`config.mk`:
```
export PLATFORM = sky130hd
export DESIGN_NAME = ram_mux
export DESIGN_NICKNAME = d
export VERILOG_FILES = /design/src/hdl/mem_types_pkg.sv /design/src/hdl/arb_pkg.sv /design/src/hdl/ram_mux.sv
export VERILOG_INCLUDE_DIRS = /design/src /design/src/hdl
export SDC_FILE = /design/constraint.sdc
export NUM_CORES = 1
export LEC_CHECK = 0
export BUFFER_PORTS_ARGS = -buffer_cell sky130_fd_sc_hd__buf_2
export CORE_AREA = 2 2 95 97
export CTS_BUF_LIST = sky130_fd_sc_hd__clkbuf_8
export DETAILED_ROUTE_END_ITERATION = 12
export DIE_AREA = 0 0 97 99
export GPL_ROUTABILITY_DRIVEN = 0
export PLACE_DENSITY_LB_ADDON = 0.3
export SYNTH_ARGS = -nofsm -noshare
export SYNTH_HDL_FRONTEND = slang
export SYNTH_SLANG_ARGS = --single-unit
```
`constraint.sdc`:
```
create_clock -name clk -period 1.55 [get_ports clk]
set_input_delay 0.155 -clock clk [delete_from_list [all_inputs] [get_ports clk]]
set_output_delay 0.155 -clock clk [all_outputs]
set_load 0.01 [all_outputs]
```
`src/hdl/mem_consts.svh`:
```
`ifndef MEM_CONSTS_SVH
`define MEM_CONSTS_SVH

// Data memory geometry

// Word width in bits
`define MEM_DATA_WIDTH 32

// One enable per byte lane
`define MEM_BE_WIDTH 4

// Words in the data RAM
`define MEM_DEPTH 1024

// Word address, log2 of the depth
`define MEM_ADDR_WIDTH 10

`endif

```
`src/hdl/mem_types_pkg.sv`:
```
`include "mem_consts.svh"

package mem_types_pkg;

  // Memory operation seen by both requesters
  typedef enum logic {
    MEM_READ  = 1'b0, // Load, returns data with rvalid
    MEM_WRITE = 1'b1  // Store, rvalid only acknowledges
  } mem_op_e;

  // Single data word
  typedef logic [`MEM_DATA_WIDTH-1:0] mem_data_t;

  // Word address, not byte address
  typedef logic [`MEM_ADDR_WIDTH-1:0] mem_addr_t;

  // Bit n enables byte lane n
  typedef logic [`MEM_BE_WIDTH-1:0] mem_be_t;

endpackage

```
`src/hdl/arb_pkg.sv`:
```
package arb_pkg;

  // Port that wins the next contention
  typedef enum logic {
    PRIO_PORT0 = 1'b0,
    PRIO_PORT1 = 1'b1
  } arb_state_e;

  // Owner of the access in flight
  typedef enum logic {
    PORT0 = 1'b0, // Loader / debug master
    PORT1 = 1'b1  // Core load/store unit
  } port_id_e;

endpackage

```
`src/hdl/ram_mux.sv`:
```
`timescale 1ns/1ns

module ram_mux (
  input  logic                     clk,
  input  logic                     arst_n_i,

  // Port 0, loader or debug master
  input  logic                     port0_req_i,
  input  mem_types_pkg::mem_op_e   port0_op_i,
  input  mem_types_pkg::mem_addr_t port0_addr_i,
  input  mem_types_pkg::mem_be_t   port0_be_i,
  input  mem_types_pkg::mem_data_t port0_wdata_i,
  output logic                     port0_gnt_o,
  output logic                     port0_rvalid_o,
  output mem_types_pkg::mem_data_t port0_rdata_o,

  // Port 1, core load/store unit
  input  logic                     port1_req_i,
  input  mem_types_pkg::mem_op_e   port1_op_i,
  input  mem_types_pkg::mem_addr_t port1_addr_i,
  input  mem_types_pkg::mem_be_t   port1_be_i,
  input  mem_types_pkg::mem_data_t port1_wdata_i,
  output logic                     port1_gnt_o,
  output logic                     port1_rvalid_o,
  output mem_types_pkg::mem_data_t port1_rdata_o,

  // Single-port RAM side
  output logic                     ram_en_o,
  output logic                     ram_we_o,
  output mem_types_pkg::mem_addr_t ram_addr_o,
  output mem_types_pkg::mem_be_t   ram_be_o,
  output mem_types_pkg::mem_data_t ram_wdata_o,
  input  mem_types_pkg::mem_data_t ram_rdata_i
);

  import mem_types_pkg::*;
  import arb_pkg::*;

  arb_state_e arb_state_q;  // Round-robin priority
  port_id_e   sel_port;     // Winner this cycle
  logic       both_req;     // Contention
  logic       accept;       // Some port granted

  mem_op_e    sel_op;

  logic       rvalid_q;     // Response due this cycle
  port_id_e   owner_q;      // Port the response goes to

  // Arbitration
  assign both_req = port0_req_i && port1_req_i;

  always_comb begin
    if (both_req) begin
      // Priority state breaks the tie
      sel_port = (arb_state_q == PRIO_PORT0) ? PORT0 : PORT1;
    end else if (port1_req_i) begin
      sel_port = PORT1;
    end else begin
      sel_port = PORT0;  // Port 0 alone, or nobody
    end
  end

  assign accept      = port0_req_i || port1_req_i;
  assign port0_gnt_o = port0_req_i && (sel_port == PORT0);
  assign port1_gnt_o = port1_req_i && (sel_port == PORT1);

  // Priority flips only when someone actually lost
  always_ff @(posedge clk or negedge arst_n_i) begin
    if (!arst_n_i) begin
      arb_state_q <= PRIO_PORT0;
    end else if (both_req) begin
      arb_state_q <= (arb_state_q == PRIO_PORT0) ? PRIO_PORT1 : PRIO_PORT0;
    end
  end

  // Request steering onto the RAM
  always_comb begin
    if (sel_port == PORT1) begin
      sel_op      = port1_op_i;
      ram_addr_o  = port1_addr_i;
      ram_be_o    = port1_be_i;
      ram_wdata_o = port1_wdata_i;
    end else begin
      sel_op      = port0_op_i;
      ram_addr_o  = port0_addr_i;
      ram_be_o    = port0_be_i;
      ram_wdata_o = port0_wdata_i;
    end
  end

  assign ram_en_o = accept;
  assign ram_we_o = accept && (sel_op == MEM_WRITE);

  // Response tracking
  // One accepted access may overlap the previous response
  always_ff @(posedge clk or negedge arst_n_i) begin
    if (!arst_n_i) begin
      rvalid_q <= 1'b0;
      owner_q  <= PORT0;
    end else begin
      rvalid_q <= accept;  // Reads and writes both answer
      if (accept) begin
        owner_q <= sel_port;
      end
    end
  end

  // Response return, the idle port sees zero data
  assign port0_rvalid_o = rvalid_q && (owner_q == PORT0);
  assign port1_rvalid_o = rvalid_q && (owner_q == PORT1);

  assign port0_rdata_o = port0_rvalid_o ? ram_rdata_i : '0;
  assign port1_rdata_o = port1_rvalid_o ? ram_rdata_i : '0;  // Stale on writes, ignored

endmodule

```
# Word-level counts from Yosys, hierarchy flattened
# Index checks and enable logic that the tools add are counted.
# word_totals
register_bits	3
inputBits	130
output_inout_bits	116
# classes
n_mux	10
bitwise	2
reduce_logical	7
# ops
op	count
32-bit two-way mux	3
10-bit two-way mux	1
1-bit logical AND	6
1-bit two-way mux	5
4-bit two-way mux	1
1-bit NOT	2
1-bit logical OR	1

# Longest topological paths before layout
# depth
ltp_word	4
mapped_depth	6
mapped_depth_nobuf	4

# Least setup slack after synthesis
# OpenSTA, ideal clock, no wires.
# synth_path
path_type	register to output
from	register arb_state_q
to	output ram_addr_o[0]
arrival_time_ps	1219
required_ps	1395
path_slack_ps	176
stages_incl_launch_ff	6
n_path_buf	2
path_cell_list	dfrtp_1 > nand2b_1 > nand2_2 > buf_6 > buf_6 > mux2_4
# synth_between
elab_chain_len	3
# synth_rtl
item	line	source
start: declaration	ram_mux.sv:39	arb_state_e arb_state_q;
start signal: assignment	ram_mux.sv:72	arb_state_q <= (arb_state_q == PRIO_PORT0) ? PRIO_PORT1 : PRIO_PORT0;
1-bit two-way mux	ram_mux.sv:55	sel_port = (arb_state_q == PRIO_PORT0) ? PORT0 : PORT1;
1-bit two-way mux	ram_mux.sv:53	if (both_req) begin
10-bit two-way mux	ram_mux.sv:78	if (sel_port == PORT1) begin
end: declaration	ram_mux.sv:30	output mem_types_pkg::mem_addr_t ram_addr_o,
# Every way passes these cells.

# Worst setup path in the final report
# layout_path
from	register arb_state_q
to	output ram_wdata_o[27]
# layout_between
elab_chain_len	3
# layout_rtl
item	line	source
1-bit two-way mux	ram_mux.sv:55	
1-bit two-way mux	ram_mux.sv:53	
32-bit two-way mux	ram_mux.sv:78	
end: declaration	ram_mux.sv:32	output mem_types_pkg::mem_data_t ram_wdata_o,
# Every way passes these cells.

==> reports/qor.csv <==
metric,value,unit
largest area contributor in the netlist,mux2_2,
dpl cells,484,
vias per cell,4.058,
fmax,575.5,MHz
Max IR drop VDD,0.5136,mV
Hold Crit Class,in -> reg,
max cap viols,0,
CP startpoint kind,register,
vias in the first global route,1973,
antenna fix cells,0,
M2 GR Usage,23.02,%
CTS sink count,3,
fin nets,522,
Least-Margin Pin Slew,0.2868,ns
Final Skew,0.002835,ns
Num CTS Buffers,3,
via count,2025,
Boundary Pins,246,
"commonest non-fill, non-tap cell in the layout",buf_2,
Synth top area share,26.01,%
Fin. Hold Viols,0,
IO Port Bufs,245,
GRT busiest layer,met2,
met3 usage,2.553,%
setup slack after layout,-0.1877,ns
router iterations before antenna repair,4,
final wirelength,6.553,mm
Worst slew margin,80.71,%
CTS tree,done,
post-route ant nets,0,
"top cells by area, synth","mux2_2 26%, mux2_4 22%, and2_1 17%",
met1 track demand over resource,12.37,%
initial antenna violation count,0,
#FFs+latches synth,3,
syn_area_per_cell,8.722,um^2
leakage dissipation,2.029,nW
failing checks,setup timing,
DRC viols,0,
Gate Count Post-Synth,139,
Clock Tree Root,clkbuf_8,
Critical Path RT,1.39,ns
Wirelength per Cell,13.13,um
post-synthesis cell type count,19,
Die W,97,um
share of cells above drive strength 1,80.31,%
Longest Clk Path Bufs,2,
syn_nets,269,
H-tree depth,1,
critical path class,reg -> out,
most frequent cells in the layout,"200 x buf_2, 45 x buf_6, 44 x mux2_4",
critical path data arrival time,1.58,ns
RSZ-0062 raised after global routing,yes,
largest net degree at the start of global routing,35,
first-pass GRT wire length,9.197,mm
"Seq/Total Area, Yosys",6.192,%
crit path capture type,output port,
Die Ht,99,um
Die Area,9603,um^2
GR Util All Layers,11.62,%
clock-pin slew on the worst setup and hold paths,0.03,ns
starting density of the core,14.18,%
dpl hpwl,4.980,mm
Ys Warns,0,
Max Transition Viols Final,0,
CP max FO,8,
Post-Place Setup Slack,0.004635,ns
outcome,"finished, violations left",
core area,8551,um^2
final worst path period share,112.1,%
final setup fails,47,
Finished Layout Cells,499,
area of the mapped netlist,1212,um^2
GR Overflow Total,0,
Power Dens Cells,734.4,nW/um^2
clk_lat worst skew,0.21,ns
Area growth syn-to-layout,168.3,%
Starting DRT DRC Count,24,
# rows,34,
Final min period,1.738,ns
metrics by stage:
stage	hold WS [ns]	power [W]	utilization (%)	instance area, um^2	setup TNS [ns]
finish	0.2238	0.002389	38.05	3253	-7.171
floorplan	-0.1406	0.0009552	-	1212	0
global route	0.2399	0.002543	38.05	3253	-9.257
CTS	0.2183	0.002220	35.81	3062	-7.959
detailed placement	-0.04225	0.001602	30.29	2590	0
global placement	-0.03930	0.001594	30.29	2590	0
flip-flops by register name, summed over array words and instances, names as in the netlist:
register	cells
arb_state_q	1
owner_q	1
rvalid_q	1
repair_timing:
item                                   CTS  global route
pin swaps                                1             1
hold buffers                             1             0
setup buffers                            3             3
resized for setup                       55            23
gates cloned                             2             3
setup endpoints to repair               47            47
endpoints found under the hold margin    3             0
report_power, final:
part	total (W)	internal [W]	leakage, nW	switching [W]
logic	0.00206	0.00124	1.97	0.000813
registers	0.000116	0.0000994	0.0333	0.0000161
clock network	0.000218	0.000168	0.0269	0.0000493
Yosys cell counts (all sizes together):
| cell | count |
|---|---|
| mux2 | 46 |
| dfrtp | 3 |
| clkbuf | 8 |
| a21boi | 1 |
| nand2b | 1 |
| xnor2 | 1 |
| nand2 | 2 |
| a22o | 1 |
| and2 | 33 |
| buf | 6 |
| and3 | 32 |
| o21ai | 1 |
| inv | 2 |
| nor2b | 1 |
| or2 | 1 |
routing by layer:
layer,routed length (um),up-vias
met5,0,-
met4,65,0
met3,553,2
met2,3643,133
met1,2291,899
li1,-,991
cells by family (layout without fill, tap and decap cells):
family                    count (synthesis)  after routing  share of synthesized area, %
muxes                                    46             46                         48.30
AOI/OAI and AO/OA                         3              3                         1.754
xor gates and xnor gates                  1              1                        0.7225
buffers and inverters                    16            268                         7.120
and+or+nand+nor                          70             70                         35.91
DFF                                       3              3                         6.192
layout make-up:
type                            instances  area (um^2)
Clock buffer                            3        41.29
Clock inverter                          1        3.754
Fill cell                             879         5298
Inverter                                2        10.01
Multi-Input combinational cell        120         1170
Sequential cell                         3        75.07
Tap cell                              108        135.1
Timing Repair Buffer                  262         1818
path summary, 6_finish.rpt:
| path | start | slack, ns | endpoint | cells past startpoint |
|---|---|---|---|---|
| max reg2reg | arb_state_q | 0.41 | owner_q | 5 |
| min in group asynchronous | arst_n_i | 0.32 | owner_q | 2 |
| min reg2reg | arb_state_q | 0.60 | arb_state_q | 2 |
| max | arb_state_q | -0.19 | ram_wdata_o[27] | 6 |
| max in group asynchronous | arst_n_i | 1.12 | arb_state_q | 2 |
| min | port0_req_i | 0.22 | owner_q | 2 |
worst max-delay path: stages (launching register included):
cell and delay (ns):
dfrtp_1 0.39, nand2b_4 0.17, nand2_8 0.09, buf_12 0.13, clkbuf_16 0.16, mux2_4 0.30, buf_6 0.12
No activity file was read; power rests on OpenSTA's default activity.
